[src/rtl/mem_path_pkg.sv]
package mem_path_pkg;

    // bus widths
    localparam int ADDR_W = 32;
    localparam int DATA_W = 32;
    localparam int STRB_W = DATA_W / 8;

    // bit 16 picks sram bank 0 or 1
    localparam int BANK_SEL_BIT = 16;
    // word index sits between the byte offset and the bank bit
    localparam int WORD_W = BANK_SEL_BIT - 2;
    localparam logic [ADDR_W-1:0] MAP_LIMIT = 32'h0002_0000;

    typedef enum logic [1:0] {
        OP_LOAD       = 2'd0,
        OP_STORE      = 2'd1,
        OP_LOAD_RES   = 2'd2,
        OP_STORE_COND = 2'd3
    } mem_op_t;

    typedef enum logic [1:0] {
        FAULT_NONE   = 2'd0,
        FAULT_PROT   = 2'd1,
        FAULT_DECODE = 2'd2
    } fault_t;

    typedef struct packed {
        mem_op_t             op;
        logic [ADDR_W-1:0]   addr;
        logic [STRB_W-1:0]   strb;
        logic [DATA_W-1:0]   wdata;
    } mem_req_t;

    // base and limit are both inclusive
    typedef struct packed {
        logic                en;
        logic                r;
        logic                w;
        logic [ADDR_W-1:0]   base;
        logic [ADDR_W-1:0]   limit;
    } region_cfg_t;

    typedef struct packed {
        mem_op_t             op;
        logic [STRB_W-1:0]   strb;
        logic [DATA_W-1:0]   wdata;
        logic                bank;
        logic [WORD_W-1:0]   word;
        fault_t              fault;
    } checked_req_t;

    typedef struct packed {
        logic [DATA_W-1:0]   rdata;
        fault_t              fault;
        logic                sc_fail;
    } mem_resp_t;

endpackage

[src/rtl/access_check.sv]
`timescale 1ns/10ps

module access_check
    import mem_path_pkg::*;
#(
    parameter int NUM_REGIONS = 4,
    parameter int BANK_WORDS  = 16384
) (
    input  logic                           clk,
    input  logic                           rst_n,

    input  logic                           req_valid,
    input  mem_req_t                       req,

    input  logic                           cfg_we,
    input  logic [$clog2(NUM_REGIONS)-1:0] cfg_idx,
    input  region_cfg_t                    cfg_region,

    output logic                           chk_valid,
    output checked_req_t                   chk
);

    region_cfg_t          region_tab [NUM_REGIONS];

    logic [WORD_W-1:0]    word_idx;
    logic                 need_w;
    logic                 unmapped;
    logic                 hit;
    logic                 allow;
    fault_t               fault;

    // region table, disabled out of reset
    always_ff @(posedge clk) begin
        if (!rst_n) begin
            for (int i = 0; i < NUM_REGIONS; i++) begin
                region_tab[i].en <= 1'b0;
            end
        end else if (cfg_we) begin
            region_tab[cfg_idx] <= cfg_region;
        end
    end

    assign word_idx = req.addr[BANK_SEL_BIT-1:2];

    // stores and sc need write permission, loads and lr need read
    assign need_w = (req.op == OP_STORE) || (req.op == OP_STORE_COND);

    // above both banks or past the populated depth of a bank
    assign unmapped = (req.addr >= MAP_LIMIT) || (int'(word_idx) >= BANK_WORDS);

    // lowest numbered enabled region wins
    always_comb begin
        hit   = 1'b0;
        allow = 1'b0;
        for (int i = 0; i < NUM_REGIONS; i++) begin
            if (!hit && region_tab[i].en &&
                req.addr >= region_tab[i].base &&
                req.addr <= region_tab[i].limit) begin
                hit   = 1'b1;
                allow = need_w ? region_tab[i].w : region_tab[i].r;
            end
        end
    end

    always_comb begin
        if (unmapped) begin
            fault = FAULT_DECODE;
        end else if (hit && allow) begin
            fault = FAULT_NONE;
        end else begin
            // no region, or the matching one denies the access
            fault = FAULT_PROT;
        end
    end

    always_ff @(posedge clk) begin
        if (!rst_n) begin
            chk_valid <= 1'b0;
        end else begin
            chk_valid <= req_valid;
        end
    end

    always_ff @(posedge clk) begin
        if (req_valid) begin
            chk.op    <= req.op;
            chk.strb  <= req.strb;
            chk.wdata <= req.wdata;
            chk.bank  <= req.addr[BANK_SEL_BIT];
            chk.word  <= word_idx;
            chk.fault <= fault;
        end
    end

endmodule

[config.mk]
export PLATFORM = sky130hd
export DESIGN_NAME = access_check
export DESIGN_NICKNAME = d
export VERILOG_FILES = /design/src/rtl/mem_path_pkg.sv /design/src/rtl/access_check.sv
export SDC_FILE = /design/constraint.sdc
export NUM_CORES = 1
export LEC_CHECK = 0
export BUFFER_PORTS_ARGS = -buffer_cell sky130_fd_sc_hd__buf_2
export CAP_MARGIN = 25
export CORE_MARGIN = 2
export CORE_UTILIZATION = 40
export DETAILED_ROUTE_END_ITERATION = 8
export GPL_ROUTABILITY_DRIVEN = 0
export SLEW_MARGIN = 0
export SYNTH_ARGS = -nofsm -noshare
export SYNTH_HDL_FRONTEND = slang
export SYNTH_SLANG_ARGS = --single-unit
[constraint.sdc]
create_clock -name clk -period 11.4 [get_ports clk]
set_clock_uncertainty 0.15 [all_clocks]
set_input_delay 2.28 -clock clk [delete_from_list [all_inputs] [get_ports clk]]
set_output_delay 2.28 -clock clk [all_outputs]
set_load 0.1 [all_outputs]
After elaboration in Yosys (flattened, before gate mapping)
Memory sizes are Yosys's and may differ from the RTL's. Cells that the tools add are included.

Input port bits: 143. Memories: 1. Bits in registers: 56. Memory bits (read-only): 0. Bits in latches: 0. Output and inout port bits: 56. Memory bits (writable): 268.

Memory list: region_tab (depth 4, width 67, read ports 4, clocked after Yosys merged registers in 0, write ports 4, line access_check.sv:23) `region_cfg_t region_tab [NUM_REGIONS];`.

Equality and inequality tests: 2. $lt $le $gt $ge: 9. Add/subtract/negate cells: 0. Divide/modulo/power cells: 0. Bitwise operators: 0. Reductions and logical operators: 17. $mul: 0. Shift operators: 0. Mux-type cells: 20.

Operator list (count): $ge 32x32->1 (4); $le 32x32->1 (4); $mux 67 (1); $reduce_or 67->1 (1); $ge 32x18->1 const B (1); $mux 1 (17); $logic_and 1x1->1 (12); $mux 2 (2); $logic_not 1->1 (3); $eq 2x1->1 const B (1); $eq 2x2->1 const B (1); $logic_or 1x1->1 (1).

Logic depth before layout (Yosys ltp)
Gate-level depths: netlist of the first run. An unclocked memory read counts as a cell.

Depth in word-level cells: 22. Gate-level depth with buffers: 11.

Worst setup path after synthesis of the first run
OpenSTA, ideal clock, no wires.

Path kind: input port to flip-flop. Start: input port rst_n. End: memory region_tab[2][66] (netlist name). Stages on the path: 4. Path buffers: 1. Slack: 2.820 ns. Arrival time: 8.066 ns. Cells stage by stage: clkbuf_1 -> nand2_1 -> nor3b_1 -> o21ai_0.

RTL lines: start, declared (line access_check.sv:10) `input logic rst_n,`; end, declared (line access_check.sv:23).

Worst setup path after layout of the first run
Start: input port req[36] (netlist name). End: register chk[0] (netlist name) (data pin).

Longest elaborated chain between the ends: 21. Elaborated cells on any way between the ends: 33.

RTL lines: start, declared (line access_check.sv:13) `input mem_req_t req,`; $ge 32x32->1 (line access_check.sv:57) `req.addr >= region_tab[i].base &&`; $logic_and 1x1->1 (line access_check.sv:56) `if (!hit && region_tab[i].en &&`; $logic_and 1x1->1 (line access_check.sv:57); $mux 1 (line access_check.sv:56); $logic_not 1->1 (line access_check.sv:56); $logic_and 1x1->1 (2 in a row) (line access_check.sv:56); $logic_and 1x1->1 (line access_check.sv:57); $mux 1 (line access_check.sv:56); [3 not listed]; $logic_and 1x1->1 (line access_check.sv:57); $mux 1 (line access_check.sv:56); $logic_not 1->1 (line access_check.sv:56); $logic_and 1x1->1 (2 in a row) (line access_check.sv:56); $logic_and 1x1->1 (line access_check.sv:57); $mux 1 (line access_check.sv:56); $logic_and 1x1->1 (line access_check.sv:68) `end else if (hit && allow) begin`; $mux 1 (line access_check.sv:68); end, declared (line access_check.sv:20) `output checked_req_t chk`.

Parallel ways exist; a longest one is shown, timed or not. A chain may end at the register's enable or synchronous reset.

==> results of run 1 <==
## metrics by stage
stage	utilization (%)	power, mW	hold WS, ps	instance area, µm²
after global placement	44.4	1.75	312	18500
after floorplan	-	1.63	291	16800
after global routing	47.2	2.95	411	19700
after detailed placement	44.4	1.75	325	18500
after CTS	47.1	2.88	333	19600
final	47.2	2.85	341	19700
## logic make-up after synthesis
logic type	after synthesis
buffers and inverters	268
multiplexers	4
flip-flops	324
adder cells (fa/ha/maj)	256
AND/OR/NAND/NOR	277
AO/OA/AOI/OAI	221
## worst paths after layout
check                         start           endpoint  slack, ps  depth (start not counted)
setup reg to reg  region_tab[0][34]             chk[0]       8260                         11
setup / recovery            req[36]             chk[0]       6600                         12
hold / removal    region_tab[0][66]  region_tab[0][66]        340                          2
hold reg to reg   region_tab[0][66]  region_tab[0][66]        340                          2
## worst min-delay path: stages, from the launching register on
cell	delay [ps]
dfxtp_1	310
nand2_1	60
o21ai_0	70
## area by class of cell
class / count / area, µm² / area share [%]
sequential: 324 / 9690 / 49.3
multi-input combinational: 758 / 6120 / 31.1
timing repair buffer: 207 / 1100 / 5.59
clock buffer: 50 / 1020 / 5.17
inverter: 253 / 950 / 4.83
tap: 539 / 674 / 3.43
clock inverter: 15 / 115 / 0.585
## cells in the mapped netlist, types with 2 or more instances
cell,count,area [µm²]
mux2_2,2,22.5
nand3_1,22,110
a2111oi_0,4,35.0
o2111ai_1,4,35.0
nor4_2,2,25.0
inv_1,253,950
edfxtp_1,320,9610
and3_1,69,432
o21a_1,4,30.0
mux2i_1,2,20.0
o21ai_1,8,40.0
and2_1,3,18.8
o21ai_0,47,235
or3_1,2,12.5
or2_1,2,12.5
a211oi_1,17,128
a31oi_1,3,18.8
and4_1,2,17.5
nand2_1,54,203
a21o_1,33,248
o22ai_1,2,12.5
o211ai_1,8,60.1
nor3_1,13,65.1
nor2b_1,6,37.5
ha_1,256,3200
nor4_1,8,50.1
a211oi_2,2,25.0
dfxtp_1,4,80.1
nor3b_1,2,15.0
nand4_1,42,263
a21oi_1,76,380
o31ai_1,3,22.5
nor2_1,41,154
nand2b_1,5,31.3
clkbuf_1,15,56.3
## per-layer routing
metal  routed length, µm  up-vias  part of all wire [%]  track usage [%]
li1                    -     5399                     -                -
met1               19500     5286                    46             27.1
met2               18700      276                    45             29.9
met3                2410       67                   5.7             3.58
met4                1390        4                   3.3             7.09
met5                  23        -                 0.055                0
## state kept, by name, summed over array words and instances, names as in the netlist
register,cells
region_tab,268
chk,55
chk_valid,1
## power breakdown
group          leakage [nW]  switching (mW)  total (mW)  internal, mW
clock network         0.543           0.470        1.12         0.649
logic                  6.46           0.266       0.361        0.0944
registers              2.59          0.0115        1.37          1.36
==> results.md, run 1 <==
- Unique cell type count in the Yosys netlist: 49
- Area grow syn2layout: 17.1%
- Initial core utilization: 40.3%
- CP Max Fanout: 8
- Tightest Pin Transition: ~1100 ps
- First-pass GRT wire length: 64.1 mm
- Post-Syn Nets: 1749
- CTS tree: built
- Final setup viols: 0
- Final setup TNS: 0 ps
- Worst path max stage delay: 620 ps
- Die Area: 0.0436 mm²
- Core Region: 0.0417 mm²
- Post-synth EDFFs: 320
- Total CTS buffers: 37
- Setup Slack @ Placement: 6040 ps
- Largest family of logic cells by synthesized area: adder cells
- Critical path class: input pin to flip-flop
- CP endpoint kind: flip-flop
- PD cells: 145 mW/mm²
- Startpoint Class: input pin
- Total grt overflow: 0
- Final #Nets: slightly below 2000
- Seq/Total Area, Yosys: between 50 and 60%
- 1st-iter DRT viols: 735
- Synth Area in Compound Gates: about 8.2%
- Area of the mapped netlist: roughly 0.017 mm²
- H-tree depth: 2
- Synthesis Warnings: 0
- Most common cell after layout, fill and taps aside: edfxtp_1
- Drt first pass iters: 4
- Inst Count DP: a little over 2000
- Leak pwr: about 9.6 nW
- Initial antenna violation count: 2
- Hold Vio Cnt, Final: 0
- Vias: 11032
- Clock sink count: roughly 320
- Final period utilization: a little over two fifths
- CP required: 11530 ps
- Die H: 209 µm
- Crit path max-delay family: compound AO/OA/AOI/OAI gates
- Residual DRC: 0
- Synth Area in Simple Gates: 8.83%
- Cells after Synth: 1350
- Max_cap viols: 0
- CP bufs+invs: 2
- Worst-Skew Late Latency: 540 ps
- Root Buffer: clkbuf_16
- Xor/xnor share of the synthesized area: 0%
- Dpl hpwl: 29.9 mm
- DRT Wirelength: 42.0 mm
- Status: finished clean
- Top FF cell, synth: edfxtp_1
- Slew HR: 28.9%
- Post-cts hold buffer count: 0
- Worst vdd ir: 0.0000778 V
- CTS Buffer Depth: 3
- Multiplexer share of the synthesized area: 0.253%
- WL/cell: 19.5 µm
- Number of buffers added on ports: 198
- Slowest-stage cell, CP: o21ai_0
- Clock transition at path regs: 60 ps
- Most frequent cells in the layout: edfxtp_1 (320), ha_1 (256), inv_1 (253)
- Adder-cell share of the synthesized area: 19.1%
- Die Wd: between 200 and 250 µm
- Setup WS post-layout: 6600 ps
- ANT nets after route: 0
- WP data arrival: 4920 ps
- Fillers: 3740
- Setup Fix Bufs, Post-CTS: 0
- CTS resizes: 0
- Largest net degree at the start of global routing: 74
- Syn avg cell area: 12.4 µm²
- Hold Crit Class: flip-flop to flip-flop
- Share of cells above drive strength 1: 16.7%
- Vias per cell: 5.14
- Non-Filler Instances: approximately 2100
- RSZ-0062 raised after global routing: no
- GRT Util Overall: 19.3%
- Vias in the first global route: around 11000
- FF+latch count, synth: 324
- Worst path cell trace: buf_2, inv_1, ha_1, nor2b_1, o21ai_0, a31oi_1, o21ai_0, a31oi_1, and4bb_1, nor4_1, o21bai_1, o31ai_1
- I/O Pins: between 150 and 200
- Highest clock rate: about 210 MHz
- Max-slew violations: 0
- FP Rows: 75
- Min Clock Period, post-route: 4800 ps
- Post-synth ARST share: 0%
- ANT cells: 0
Note: power is estimated with default switching activity, not from simulation.
==> run 2: changes to the inputs <==
Clock period 11.4 ns to 4.6 ns, I/O delays scaled along.
==> run 2 against run 1 <==
Net effect: worst setup slack worse by 5300 ps; clock-buffer cell count is 2 higher; first-iteration DRC count is 7.5% lower; via count is 0.37% lower; power grew to 2.5 times the previous value; core utilization is 0.28 points higher; critical path depth stayed put.
==> results.md, run 2 (synthesis results as in run 1) <==
- Status: finished clean
- Met1 Usage GRT: 26.7% (-0.32 points)
- Highest clock rate: 299 MHz
- Drt first pass iters: 4 (unchanged)
- Share of cells above drive strength 1: 16.9% (+0.16 points)
- Worst path max stage delay: 590 ps (-30 ps)
- DRT Wirelength: 41.5 mm (-1.0%)
- Inst Count DP: 2081 (+0.096%)
- Critical path class: input pin to flip-flop
- 1st-iter DRT viols: 680 (-7.5%)
- Final #Nets: 1983 (+0.15%)
- FP Rows: 75 (unchanged)
- GRT Util Overall: 19.4% (+0.11 points)
- I/O Pins: 199 (unchanged)
- M3 GR Usage: 4.24% (+0.66 points)
- Worst path cell trace: buf_2, inv_1, ha_1, nor2b_1, o21ai_0, a31oi_1, o21ai_0, a31oi_1, and4bb_1, nor4_1, o21bai_1, o31ai_1
- Initial core utilization: 40.3% (unchanged)
- First-pass GRT wire length: 64.0 mm (-0.11%)
- Most frequent cells in the layout: edfxtp_1 (320), ha_1 (256), inv_1 (253)
- Final setup viols: 0 (unchanged)
- Met2 Resource Use GR: 30.3% (+0.41 points)
- Total grt overflow: 0 (unchanged)
- Most common cell after layout, fill and taps aside: edfxtp_1
- CTS tree: built
- CP bufs+invs: 2 (unchanged)
- Max_cap viols: 0 (unchanged)
- Vias in the first global route: 11048 (+0.74%)
- Largest net degree at the start of global routing: 73 (-1.4%)
- Reg2reg start: region_tab[0][32]
- ANT cells: 0 (unchanged)
- Die Wd: 209 µm (unchanged)
- Top Registers: region_tab: 268 flops, chk: 55 flops, chk_valid: 1 flops
- Residual DRC: 0 (unchanged)
- Startpoint Class: input pin
- Slowest-stage cell, CP: o21ai_0
- Area grow syn2layout: 17.8%
- Max-slew violations: 0 (unchanged)
- Crit path max-delay family: compound AO/OA/AOI/OAI gates
- Leak pwr: 9.66 nW (+0.65%)
- Min Clock Period, post-route: 3340 ps
- Worst vdd ir: 0.000220 V (+180%)
- Die Area: 0.0436 mm² (unchanged)
- Gr busiest metal: met2
- WL/cell: 19.3 µm (-1.1%)
- CP endpoint kind: flip-flop
- CTS Buffer Depth: 3 (unchanged)
- Initial antenna violation count: 1 (-1)
- CP required: 4750 ps (-6780 ps)
- Non-Filler Instances: 2149 (+0.14%)
- Slew HR: 52.6% (+24 points)
- Worst-Skew Late Latency: 560 ps (+20 ps)
- Vias: 10991 (-0.37%)
- Max reg flops: 268 (unchanged)
- Clock sink count: 324 (unchanged)
- Die H: 209 µm (unchanged)
- Critical Path End: chk[0]
- Tot Pwr: 7.20 mW (+150%)
- PD cells: 364 mW/mm² (+150%)
- Final setup TNS: 0 ps (unchanged)
- CP Depth: 12 (unchanged)
- Layout Utilization: 47.5% (+0.28 points)
- Post-cts hold buffer count: 0 (unchanged)
- Hold Crit Class: flip-flop to flip-flop
- CP Max Fanout: 8 (unchanged)
- Number of buffers added on ports: 198 (unchanged)
- Setup Fix Bufs, Post-CTS: 0 (unchanged)
- RSZ-0062 raised after global routing: no
- Hold Vio Cnt, Final: 0 (unchanged)
- H-tree depth: 2 (unchanged)
- Root Buffer: clkbuf_16
- Core Region: 0.0417 mm² (unchanged)
- Fillers: 3746 (+0.16%)
- Total CTS buffers: 37 (unchanged)
- R2r endpoint: chk[0]
- Flop2flop setup slack: 1510 ps (-6750 ps)
- Final period utilization: 72.7%
- FF-to-FF path depth: 10 (-1)
- Clock transition at path regs: 60 ps (about the same)
- Tightest Pin Transition: 711 ps (-356 ps)
- ANT nets after route: 0 (unchanged)
- Dpl hpwl: 29.8 mm (-0.48%)
- Vias per cell: 5.11 (-0.51%)
- WP data arrival: 3500 ps (-1420 ps)
- CTS resizes: 0 (unchanged)
- Biggest register: region_tab
- CP startpoint: req[36]
## run 2: power breakdown
part | switching, mW | total (mW) | internal (mW) | leakage, nW
clock | 1.17 | 2.92 | 1.75 | 0.570
sequential | 0.0290 | 3.39 | 3.36 | 2.59
combinational | 0.656 | 0.893 | 0.237 | 6.50
## run 2: worst min-delay path, cell delays in order (launching register included)
cell     delay [ps]
dfxtp_1         310
nand2_1          60
o21ai_0          70
## run 2: metrics by stage
stage / worst slack, ps / cell area, µm² / hold slack (ps)
finish: 1260 / 19800 / 339
global route: 1190 / 19800 / 365
CTS: 1320 / 19700 / 341
detailed placement: 724 / 18500 / 333
global placement: 821 / 18500 / 310
floorplan: 781 / 16800 / 291
## run 2: layout make-up
cell class                 count  area (µm²)  area share [%]
clock buffer                  52        1000            5.07
sequential                   324        9690            49.0
inverter                     253         950            4.80
clock inverter                13         171           0.866
multi-input combinational    758        6140            31.1
tap                          539         674            3.41
timing repair buffer         210        1150            5.83
## run 2: worst min path at each step
stage | start | end | slack [ps] | depth (start not counted)
2_1_floorplan | region_tab[0][66] | region_tab[0][66] | 290 | 2
3_3_place_gp | region_tab[0][66] | region_tab[0][66] | 310 | 2
3_5_place_dp | region_tab[0][66] | region_tab[0][66] | 330 | 2
4_1_cts | region_tab[0][66] | region_tab[0][66] | 340 | 2
5_1_grt | req[10] | chk[27] | 360 | 1
6_report | region_tab[0][66] | region_tab[0][66] | 340 | 2
## run 2: layer usage
metal | part of all wire (%) | wire length (µm) | up-vias
met2 | 45 | 18500 | 269
met3 | 5.6 | 2330 | 65
met4 | 3.1 | 1300 | 2
met1 | 47 | 19400 | 5259
li1 | - | - | 5396
met5 | 0.031 | 13 | -
