[src/rtl/mem_path_pkg.sv]
package mem_path_pkg;

    // bus widths
    localparam int ADDR_W = 32;
    localparam int DATA_W = 32;
    localparam int STRB_W = DATA_W / 8;

    // bit 16 picks sram bank 0 or 1
    localparam int BANK_SEL_BIT = 16;
    // word index sits between the byte offset and the bank bit
    localparam int WORD_W = BANK_SEL_BIT - 2;
    localparam logic [ADDR_W-1:0] MAP_LIMIT = 32'h0002_0000;

    typedef enum logic [1:0] {
        OP_LOAD       = 2'd0,
        OP_STORE      = 2'd1,
        OP_LOAD_RES   = 2'd2,
        OP_STORE_COND = 2'd3
    } mem_op_t;

    typedef enum logic [1:0] {
        FAULT_NONE   = 2'd0,
        FAULT_PROT   = 2'd1,
        FAULT_DECODE = 2'd2
    } fault_t;

    typedef struct packed {
        mem_op_t             op;
        logic [ADDR_W-1:0]   addr;
        logic [STRB_W-1:0]   strb;
        logic [DATA_W-1:0]   wdata;
    } mem_req_t;

    // base and limit are both inclusive
    typedef struct packed {
        logic                en;
        logic                r;
        logic                w;
        logic [ADDR_W-1:0]   base;
        logic [ADDR_W-1:0]   limit;
    } region_cfg_t;

    typedef struct packed {
        mem_op_t             op;
        logic [STRB_W-1:0]   strb;
        logic [DATA_W-1:0]   wdata;
        logic                bank;
        logic [WORD_W-1:0]   word;
        fault_t              fault;
    } checked_req_t;

    typedef struct packed {
        logic [DATA_W-1:0]   rdata;
        fault_t              fault;
        logic                sc_fail;
    } mem_resp_t;

endpackage

[src/rtl/excl_monitor.sv]
`timescale 1ns/10ps

module excl_monitor
    import mem_path_pkg::*;
(
    input  logic         clk,
    input  logic         rst_n,

    input  logic         chk_valid,
    input  checked_req_t chk,

    output logic         sc_ok
);

    logic                resv_valid;
    logic                resv_bank;
    logic [WORD_W-1:0]   resv_word;

    logic                live;
    logic                match;

    // only non-faulting items touch the reservation
    assign live  = chk_valid && (chk.fault == FAULT_NONE);
    assign match = resv_valid && (resv_bank == chk.bank) && (resv_word == chk.word);

    assign sc_ok = live && (chk.op == OP_STORE_COND) && match;

    always_ff @(posedge clk) begin
        if (!rst_n) begin
            resv_valid <= 1'b0;
        end else if (live) begin
            case (chk.op)
                OP_LOAD_RES: begin
                    resv_valid <= 1'b1;
                    resv_bank  <= chk.bank;
                    resv_word  <= chk.word;
                end
                // sc consumes the reservation, pass or fail
                OP_STORE_COND: resv_valid <= 1'b0;
                OP_STORE: begin
                    if (match) begin
                        resv_valid <= 1'b0;
                    end
                end
                default: ;
            endcase
        end
    end

endmodule

[config.mk]
export PLATFORM = sky130hd
export DESIGN_NAME = excl_monitor
export DESIGN_NICKNAME = d
export VERILOG_FILES = /design/src/rtl/mem_path_pkg.sv /design/src/rtl/excl_monitor.sv
export SDC_FILE = /design/constraint.sdc
export NUM_CORES = 1
export LEC_CHECK = 0
export BUFFER_PORTS_ARGS = -buffer_cell sky130_fd_sc_hd__buf_2
export CORE_UTILIZATION = 34
export CTS_CLUSTER_DIAMETER = 50
export DETAILED_ROUTE_END_ITERATION = 10
export PLACE_DENSITY_LB_ADDON = 0.05
export SYNTH_ARGS = -nofsm -noshare
export SYNTH_HDL_FRONTEND = slang
export SYNTH_SLANG_ARGS = --single-unit
[constraint.sdc]
create_clock -name clk -period 2.3 [get_ports clk]
set_input_delay 0.575 -clock clk [delete_from_list [all_inputs] [get_ports clk]]
set_output_delay 0.575 -clock clk [all_outputs]
set_load 0.005 [all_outputs]
* Word level (Yosys, flattened, before mapping)
Index checks and enable logic that the tools add are counted.
** Storage, ports and cells
- Input port bits :: 58
- Output and inout port bits :: 1
- Logic and storage cells :: 20
- Flip-flop bits (word level) :: 16
** Operators by class
- Multiplexer cells :: 2
- Reductions and logical operators :: 9
- Equal/unequal tests :: 6
** Operators with widths (count)
- $eq A14 B14 Y1 :: 1
- $reduce_and A3 Y1 :: 2
- $logic_and A1 B1 Y1 :: 5
- $eq A2 B2 Y1 const B :: 2
- $pmux W1 S3 :: 1
- $reduce_bool A3 Y1 :: 1
- $eq A2 B1 Y1 const B :: 1
- $logic_not A2 Y1 :: 1
- $ne A2 B2 Y1 const B :: 1
- $eq A1 B1 Y1 :: 1
- $mux W1 :: 1

* Logic depth before layout (Yosys ltp)
Gate-level depths: netlist of the first run.
- Depth after elaboration :: 5
- Depth in mapped cells :: 4
- Gate-level depth less buffers :: 4

* Worst setup path after synthesis of the first run
OpenSTA, ideal clock, no wires.
- Path type :: input port to flip-flop
- Start point :: input port chk[0] (netlist bit)
- End point :: register resv_bank (enable)
- Setup slack :: -163 ps
- Library setup time :: 409 ps
- Data arrival time :: 2054 ps
- Path buffers :: 0
- Cell stages on the path :: 2
- Cell sequence :: and4bb_2 -> nor3b_1
** Between the ends
- Longest elaborated chain between the ends :: 3
** Ends and longest elaborated chain
- start: declaration :: line excl_monitor.sv:10 : input checked_req_t chk,
- $logic_not A2 Y1 :: line excl_monitor.sv:23 : assign live = chk_valid && (chk.fault == FAULT_NONE);
- $logic_and A1 B1 Y1 :: line excl_monitor.sv:23
- $reduce_and A3 Y1 (no line)
- end signal: assignment :: line excl_monitor.sv:35 : resv_bank <= chk.bank;
- end: declaration :: line excl_monitor.sv:16 : logic resv_bank;
Every way passes these cells.
A chain may end at the register's enable or synchronous reset.

* Worst setup path after layout of the first run
- Start point :: input port chk[13] (netlist bit)
- End point :: output port sc_ok
** Between the ends
- Longest elaborated chain between the ends :: 3
** Ends and longest elaborated chain
- $eq A14 B14 Y1 :: line excl_monitor.sv:24 : assign match = resv_valid && (resv_bank == chk.bank) && (resv_word == chk.word);
- $logic_and A1 B1 Y1 :: line excl_monitor.sv:24
- $logic_and A1 B1 Y1 :: line excl_monitor.sv:26 : assign sc_ok = live && (chk.op == OP_STORE_COND) && match;
- end: declaration :: line excl_monitor.sv:12 : output logic sc_ok
Every way passes these cells.

==> flow_summary.yaml, run 1 <==
critical_path:
  slowest_stage: "nor4_2"
  crit_arrival_ns: 1.65
  worstSetupEndpointType: "output pin"
  crit_required_ns: 1.73
  critPathLaunchType: "input pin"
  cp_num_buf_inv: 2
  slowest_delay_ns: 0.28
  path_class: "in2out"
  cp_num_cells: 6
  reg2reg_depth: 5
  cpLargestDelayFamily: "simple AND/OR/NAND/NOR gates"
  path_max_fanout: 2
  path_cells: "buf_2, xor2_1, nor4_2, nand4_1, nor4_2, buf_2"
  r2r_slack_ns: 0.73
finish:
  layout.nets: 139
  fin_util_pct: 47.7
  drive_gt1_share_pct: 42.5
  area_delta_synth_final_pct: 28.2
  num_antenna_cells: 0
  fillers: 200
timing:
  period_share_pct: 96.7
  finalCriticalPeriod_ns: 2.22
  rsz0062_at_grt: "true"
  relSlewSlack_pct: 85.2
  hold_viol: 0
  fin_hold_ws_ns: 0.489
  setup-violations-final: 0
  finalMaxSlewViolations: 0
  fmax_mhz: 450
  worst_pin_slew_ns: 0.221
  tns_ns: 0
  finClkSkew_ns: 0.00417
synth:
  synthCells: 51
  synth_top_area_share_pct: 60.5
  yosysWarnings: 0
  yosysMostFrequentCell: "edfxtp_1"
  ys_types: 19
  syn_nets: 109
  ys_async_sr_fraction_pct: 0
  ys_ff_latch: 16
  ys_top_cells_by_count: "edfxtp_1, xnor2_1, xor2_1"
  synth_area_leader_cell: "edfxtp_1"
  synth_ff_type: "edfxtp_1"
  synth.yosys.seq_area_share_pct: 63.2
  syn_area_per_cell_um2: 14.6
  synth_area_um2: 744
  synth_edf_count: 15
  ys_top_cells_by_area: "edfxtp_1, xnor2_1, xor2_1"
worst_hold_path:
  min_path_cells: 1
  hold_class: "in2reg"
route:
  wirelength_mm: 1.32
  ant_nets: 0
  drt_pass1_iterations: 2
  drc: 0
  vias: 489
  wl_per_cell_um: 12.4
  drt_iter0_markers: 3
  viasPerCell: 4.57
clock_tree:
  hold_buffers: 0
  cts_tree: "yes"
  cts-root-buf: "clkbuf_4"
  cts_buffers: 3
  clock_sinks: 16
  htree_levels: 1
  clkTransAtPathRegs_ns: 0.09
  cts_buffer_depth: 2
  clkLatencyLatePin_ns: 0.28
floorplanning:
  rows: 16
  chipWidth_um: 48.8
  io_pins: 59
  fp.dieArea_um2: 2380
  coreArea_um2: 2000
  dieHeight_um: 48.8
  initial_core_util_pct: 37.2
job:
  cap_viol_max_count: 0
global_routing:
  antenna_found_initial: 0
  first_global_vias: 503
  grt_max_degree: 10
  grt_pass1_wl_mm: 2.13
  grt_overflow: 0
  grt_usage_pct: 12.2
pwr:
  power.density_nw_per_um2: 551
  power.leakage_nw: 0.351
  cell_internal_pwr_mw: 0.417
  peakVddDrop_mv: 0.420
  p_sw_mw: 0.109
  power_frac_comb_pct: 10.2
  clkPwrFrac_pct: 28.4
  fin_total_pwr_mw: 0.526
  p_seq_share_pct: 61.4
  swShare_pct: 20.7
run_status:
  status: "finished clean"
placed_design:
  io_buffers: 22
  routabilityCongestion: 0.652
-- power groups by stage --
stage | clock network, mW | registers (mW) | logic [mW]
2_1_floorplan | 0 | 0.330 | 0.0231
3_3_place_gp | 0 | 0.330 | 0.0520
3_5_place_dp | 0 | 0.330 | 0.0529
4_1_cts | 0.158 | 0.323 | 0.0532
5_1_grt | 0.168 | 0.324 | 0.0603
6_report | 0.149 | 0.323 | 0.0537
-- cell type report --
type                       instances  area (µm²)  area share [%]
timing repair buffer              25         133            13.9
tap                               27        33.8            3.54
clock buffer                       4        26.3            2.75
multi-input combinational         33         284            29.8
inverter                           2        7.51           0.786
sequential                        16         470            49.3
-- timing repair --
action | in CTS | in global routing
buffers inserted | 0 | 1
endpoints found under the setup margin | 0 | 1
hold endpoints to repair | 0 | 0
resized for setup | 0 | 2
-- path summary, 6_finish.rpt --
kind	endpoint	startpoint
max	sc_ok	chk[13]
min	resv_word[7]$_DFFE_PP_	chk[9]
max reg2reg	resv_valid$_SDFFE_PN0P_	resv_word[11]$_DFFE_PP_
min reg2reg	resv_valid$_SDFFE_PN0P_	resv_valid$_SDFFE_PN0P_
-- registers in the layout, indices dropped and copies added (netlist names) --
| name | count |
|---|---|
| resv_valid | 1 |
| resv_word | 14 |
| resv_bank | 1 |
-- kinds of logic (layout without fill, tap and decap cells) --
group	after synthesis	in the layout	share of synthesized area [%]
DFF	16	16	63.2
and+or+nand+nor	16	16	16.0
xor gates and xnor gates	15	15	17.6
AOI/OAI and AO/OA	2	2	2.19
buffers and inverters	2	31	1.01
-- stage by stage --
| step | cell area, µm² | setup slack [ns] | cells |
|---|---|---|---|
| 5_1_grt | 955 | -0.113 | 107 |
| 3_3_place_gp | 908 | 0.0157 | 102 |
| 2_1_floorplan | 749 | 0.370 | 51 |
| 6_report | 955 | 0.0763 | 107 |
| 4_1_cts | 935 | 0.0386 | 106 |
| 3_5_place_dp | 908 | 0.0325 | 102 |
-- placed cells by master, fill, tap and decap left out, types with 2 or more instances in the layout --
cell type,Yosys,layout
buf_2,0,22
buf_4,0,3
clkbuf_4,0,3
edfxtp_1,15,15
inv_1,2,2
nand4_1,3,3
nor2_1,2,2
nor4_2,0,2
xnor2_1,8,8
xor2_1,7,7
-- layer usage --
layer | vias up | GRT usage (%) | routed length (µm)
li1 | 251 | - | -
met1 | 220 | 14.3 | 582
met5 | - | 0 | 0
met3 | 2 | 4.98 | 80
met4 | 0 | 4.41 | 10
met2 | 16 | 20.1 | 649
Note: power is estimated with default switching activity, not from simulation.
==> run 2: changes to the inputs <==
Settings changed: PLACE_DENSITY from default to 0.77, PLACE_DENSITY_LB_ADDON 0.05 to default.
==> run 2 against run 1 <==
Final cell count fell by 1.9%. Register-to-register slack barely moved. Maximum frequency rose by 3.6%. Clock skew fell by 0.0031 ns. Sequential share of layout area rose by 0.79 points. Cell area fell by 1.6%. Die area did not move. Sequential power barely moved. Count of clock-buffer cells in the layout fell by 1. Critical path type unchanged. Critical endpoint unchanged.
==> flow_summary.yaml, run 2 (synthesis results as in run 1) <==
clock_tree:
  cts_setup_buffers: 0
  clkTransAtPathRegs_ns: 0.09
  clock_sinks: 16
  cts-resized-gates: 0
  htree_levels: 1
  hold_buffers: 0
  cts-root-buf: "clkbuf_4"
  cts_buffers: 3
  cts_buffer_depth: 2
  cts_tree: "yes"
  clkLatencyLatePin_ns: 0.27
critical_path:
  slowest_stage: "nor4_2"
  critPathLaunchType: "input pin"
  r2r_slack_ns: 0.73
  worstSetupEndpointType: "output pin"
  path_cells: "buf_2, xor2_1, nor4_2, nand4_1, nor4_2, buf_2"
  cpLargestDelayFamily: "simple AND/OR/NAND/NOR gates"
  path_class: "in2out"
  reg2reg_depth: 4
  cp_num_buf_inv: 2
  crit_arrival_ns: 1.57
  crit_required_ns: 1.73
  r2r_end: "resv_valid$_SDFFE_PN0P_"
  reg2reg_from: "resv_word[5]$_DFFE_PP_"
  slowest_delay_ns: 0.27
  path_max_fanout: 2
worst_hold_path:
  hold_end: "resv_bank$_DFFE_PP_"
  hp-start: "chk[16]"
  min_path_cells: 1
  hold_class: "in2reg"
floorplanning:
  fp.dieArea_um2: 2380
  io_pins: 59
  chipWidth_um: 48.8
  coreArea_um2: 2000
  rows: 16
  initial_core_util_pct: 37.2
  dieHeight_um: 48.8
route:
  wl_per_cell_um: 11.8
  drt_pass1_iterations: 2
  ant_nets: 0
  vias: 480
  drc: 0
  wirelength_mm: 1.24
  viasPerCell: 4.57
  drt_iter0_markers: 6
placed_design:
  place_ws_ns: 0.0402
  routabilityCongestion: 0.784
  dp_hpwl_um: 998
  io_buffers: 22
global_routing:
  antenna_found_initial: 0
  grt_pass1_wl_mm: 1.94
  first_global_vias: 455
  grt_usage_pct: 11.3
  grt_overflow: 0
  grt_max_degree: 16
timing:
  finalCriticalPeriod_ns: 2.15
  finalMaxSlewViolations: 0
  period_share_pct: 93.3
  rsz0062_at_grt: "false"
  tns_ns: 0
  worst_pin_slew_ns: 0.236
  fmax_mhz: 466
  setup_ws_ns: 0.154
  hold_viol: 0
  setup-violations-final: 0
  relSlewSlack_pct: 84.1
  finClkSkew_ns: 0.00111
pwr:
  clkPwrFrac_pct: 27.7
  cell_internal_pwr_mw: 0.413
  peakVddDrop_mv: 0.320
  power.density_nw_per_um2: 555
  p_sw_mw: 0.109
  p_seq_share_pct: 62.0
  power.leakage_nw: 0.341
  power_frac_comb_pct: 10.3
  swShare_pct: 20.9
finish:
  drive_gt1_share_pct: 41.0
  largest_reg_flops: 14
  layout.nets: 137
  num_antenna_cells: 0
  layout_commonest_cell: "buf_2"
  top_register: "resv_word"
  final_cell_mix: "buf_2, edfxtp_1, xnor2_1"
  reg.largest.list: "resv_word: 14 flops, resv_bank: 1 flops, resv_valid: 1 flops"
  fillers: 188
  area_delta_synth_final_pct: 26.2
job:
  cap_viol_max_count: 0
run_status:
  status: "finished clean"
## run 2: cell types whose count changed in the layout (fill, tap and decap cells not counted)
cell	change
buf_4	-2
clkbuf_1	-1
clkinv_1	+1
## run 2: power by group through the flow
| stage | registers (mW) | clock network, mW | logic, mW |
|---|---|---|---|
| floorplan | 0.330 | 0 | 0.0231 |
| global placement | 0.330 | 0 | 0.0507 |
| global route | 0.323 | 0.163 | 0.0591 |
| CTS | 0.323 | 0.153 | 0.0531 |
| detailed placement | 0.330 | 0 | 0.0528 |
| finish | 0.323 | 0.145 | 0.0537 |
## run 2: layer usage
| layer | vias up | wire length [µm] | track usage, % |
|---|---|---|---|
| li1 | 245 | - | - |
| met1 | 214 | 606 | 14.9 |
| met2 | 19 | 527 | 15.7 |
| met3 | 2 | 86 | 5.61 |
| met4 | 0 | 22 | 4.41 |
| met5 | - | 0 | 0 |
## run 2: stage by stage
stage | hold slack, ns | std cells | cell area [µm²] | power [mW] | util [%]
final | 0.494 | 105 | 940 | 0.521 | 46.9
after global placement | 0.539 | 101 | 901 | 0.380 | 45.0
after global routing | 0.479 | 105 | 940 | 0.546 | 46.9
after floorplan | 0.516 | 51 | 749 | 0.353 | -
after detailed placement | 0.543 | 101 | 901 | 0.383 | 45.0
after CTS | 0.485 | 105 | 927 | 0.529 | 46.3
## run 2: worst max-delay path by stage
stage | from | endpoint | slack, ns | cells after the start
final | chk[13] | sc_ok | 0.15 | 6
after global routing | resv_word[11]$_DFFE_PP_ | sc_ok | 0.008 | 5
after CTS | chk[13] | sc_ok | 0.04 | 6
after detailed placement | chk[13] | sc_ok | 0.04 | 6
after global placement | chk[13] | sc_ok | 0.04 | 6
after floorplan | chk[0] | resv_bank$_DFFE_PP_ | 0.37 | 2
## run 2: cell type report
class / instances / area (µm²) / area share [%]
clock buffers: 3 / 22.5 / 2.40
clock inverters: 1 / 3.75 / 0.399
inverters: 2 / 7.51 / 0.799
multi-input cells: 33 / 284 / 30.2
flip-flops and latches: 16 / 470 / 50.1
well taps: 27 / 33.8 / 3.60
repair buffers: 23 / 118 / 12.5
==> run 3: changes to the inputs <==
Settings changed: ABC_AREA from default to 1, CORE_UTILIZATION 34 to 36, HOLD_SLACK_MARGIN from default to 0.1.
==> run 3 against run 2 <==
Die area increased by 9.0%. Utilization decreased by 0.33 points. Count of clock-buffer cells in the layout increased by 1. Critical path depth increased by 3. Sequential cell count unchanged. Area after synthesis increased by 16%. Register-to-register slack improved by 0.37 ns. Global-route usage increased by 1.2 points. Critical path type unchanged. Critical endpoint unchanged. Largest power group unchanged. Highest routed layer unchanged.
==> flow_summary.yaml, run 3 <==
run_status:
  status: "finished clean"
synth:
  ys_top_cells_by_count: "nand2_1, inv_1, edfxtp_1"
  synth_area_leader_cell: "edfxtp_1"
  synth_top_area_share_pct: 52.2
  yosysWarnings: 0
  synthCells: 105
  syn_nets: 163
  ys_top_cells_by_area: "edfxtp_1, nand2_1, inv_1"
  ys_ff_latch: 16
  synth_edf_count: 15
  synth.yosys.seq_area_share_pct: 54.6
  syn_area_per_cell_um2: 8.21
  synth_ff_type: "edfxtp_1"
  ys_async_sr_fraction_pct: 0
  yosysMostFrequentCell: "nand2_1"
  ys_types: 13
  synth_area_um2: 862
global_routing:
  grt_max_degree: 16
  antenna_found_initial: 0
  grt_overflow: 0
  grt_pass1_wl_mm: 2.38
  grt_usage_pct: 12.5
  first_global_vias: 639
route:
  drc: 0
  drt_iter0_markers: 9
  ant_nets: 0
  viasPerCell: 4.19
  wirelength_mm: 1.38
  wl_per_cell_um: 8.65
  vias: 671
  drt_pass1_iterations: 3
job:
  cap_viol_max_count: 0
floorplanning:
  chipWidth_um: 50.9
  coreArea_um2: 2230
  fp.dieArea_um2: 2590
  io_pins: 59
  initial_core_util_pct: 38.6
  dieHeight_um: 50.9
  rows: 17
worst_hold_path:
  hold_end: "resv_word[10]$_DFFE_PP_"
  min_path_cells: 1
  hold_class: "in2reg"
  hp-start: "chk[12]"
critical_path:
  cpLargestDelayFamily: "simple AND/OR/NAND/NOR gates"
  slowest_delay_ns: 0.12
  crit_arrival_ns: 1.45
  worstSetupEndpointType: "output pin"
  r2r_slack_ns: 1.10
  path_max_fanout: 3
  cp_num_buf_inv: 2
  path_cells: "buf_2, nor2_2, nand2_1, nor2_1, nand2_1, nor2_2, nand3_2, nor2_1, buf_2"
  critPathLaunchType: "input pin"
  crit_required_ns: 1.73
  r2r_end: "resv_valid$_SDFFE_PN0P_"
  reg2reg_depth: 9
  slowest_stage: "buf_2"
  path_class: "in2out"
  reg2reg_from: "resv_word[0]$_DFFE_PP_"
timing:
  tns_ns: 0
  finalCriticalPeriod_ns: 2.02
  finClkSkew_ns: 0.00922
  finalMaxSlewViolations: 0
  relSlewSlack_pct: 83.9
  period_share_pct: 88.0
  hold_viol: 0
  setup-violations-final: 0
  rsz0062_at_grt: "false"
  worst_pin_slew_ns: 0.240
  fmax_mhz: 494
clock_tree:
  htree_levels: 1
  hold_buffers: 0
  clock_sinks: 16
  cts_buffers: 3
  cts-root-buf: "clkbuf_4"
  cts_buffer_depth: 2
  cts-resized-gates: 0
  clkLatencyLatePin_ns: 0.28
  cts_setup_buffers: 0
  clkTransAtPathRegs_ns: 0.09
  cts_tree: "yes"
pwr:
  power.density_nw_per_um2: 507
  fin_total_pwr_mw: 0.528
  peakVddDrop_mv: 0.432
  power.leakage_nw: 0.546
finish:
  drive_gt1_share_pct: 27.3
  final_cell_mix: "nand2_1, inv_1, buf_2"
  fillers: 234
  reg.largest.list: "resv_word: 14 flops, resv_bank: 1 flops, resv_valid: 1 flops"
  area_delta_synth_final_pct: 20.8
  largest_reg_flops: 14
  fin_util_pct: 46.6
  layout.nets: 191
  regArea_um2: 470
  top_register: "resv_word"
  multi_input_area_um2: 298
  num_antenna_cells: 0
  post-route-cell-area_um2: 1040
  layout_commonest_cell: "nand2_1"
placed_design:
  routabilityCongestion: 0.765
  dp_hpwl_mm: 1.12
  place_area_um2: 1010
  io_buffers: 22
==> run 3: cell types whose count changed after synthesis, sizes merged, moves of 2 or more <==
cell | before | now
inv | 2 | 25
nor2 | 2 | 14
nand2 | 1 | 38
nand3 | 0 | 4
nand4 | 3 | 0
xor2 | 7 | 2
nor3b | 2 | 0
nor4 | 2 | 0
or2 | 1 | 3
xnor2 | 8 | 0
==> run 3: metal layers <==
metal  GRT usage, %  vias to the layer above  share of wire [%]
li1               -                      367                  -
met1           13.7                      285                 43
met2           21.3                       15                 49
met3           3.27                        4                4.8
met4           7.87                        0                2.6
met5              0                        -                  0
==> run 3: cell families after synthesis <==
| kind of cell | share of synthesized area, % |
|---|---|
| flops | 54.6 |
| xor+xnor | 2.03 |
| simple gates | 31.4 |
| buf+inv | 10.9 |
| compound gates | 1.16 |
==> run 3: how the worst max path moves through the flow <==
stage | start | to | slack (ns) | cells past startpoint
2_1_floorplan | chk[1] | resv_bank$_DFFE_PP_ | 0.44 | 3
3_3_place_gp | chk[1] | sc_ok | 0.30 | 9
3_5_place_dp | chk[1] | sc_ok | 0.26 | 9
4_1_cts | chk[1] | sc_ok | 0.25 | 9
5_1_grt | resv_word[11]$_DFFE_PP_ | sc_ok | 0.17 | 8
6_report | chk[1] | sc_ok | 0.28 | 9
==> run 3: worst reg2reg max path, cell delays in order, from the launching register on <==
cell,delay [ns]
edfxtp_1,0.36
inv_1,0.05
nand2_1,0.06
nand2_1,0.05
nor2_1,0.09
nand2_1,0.07
nor2_2,0.09
nand3_2,0.10
a21oi_1,0.14
nor2_1,0.06
==> run 3: final cells by class <==
type,count,area share [%]
inverter,25,9.01
clock buffer,4,2.52
sequential,16,45.2
tap,28,3.37
multi-input combinational,64,28.6
timing repair buffer,23,11.3
==> run 3: metrics by stage <==
step	hold slack [ns]	setup slack [ns]	std cells
global route	0.466	0.169	160
finish	0.480	0.277	160
floorplan	0.524	0.444	105
CTS	0.477	0.254	160
detailed placement	0.562	0.256	156
global placement	0.535	0.302	156
==> run 3: power breakdown <==
part / switching, mW / internal (mW) / leakage, nW / total, mW
logic: 0.0288 / 0.0253 / 0.388 / 0.0541
registers: 0.00157 / 0.322 / 0.143 / 0.323
clock network: 0.0832 / 0.0672 / 0.0150 / 0.150
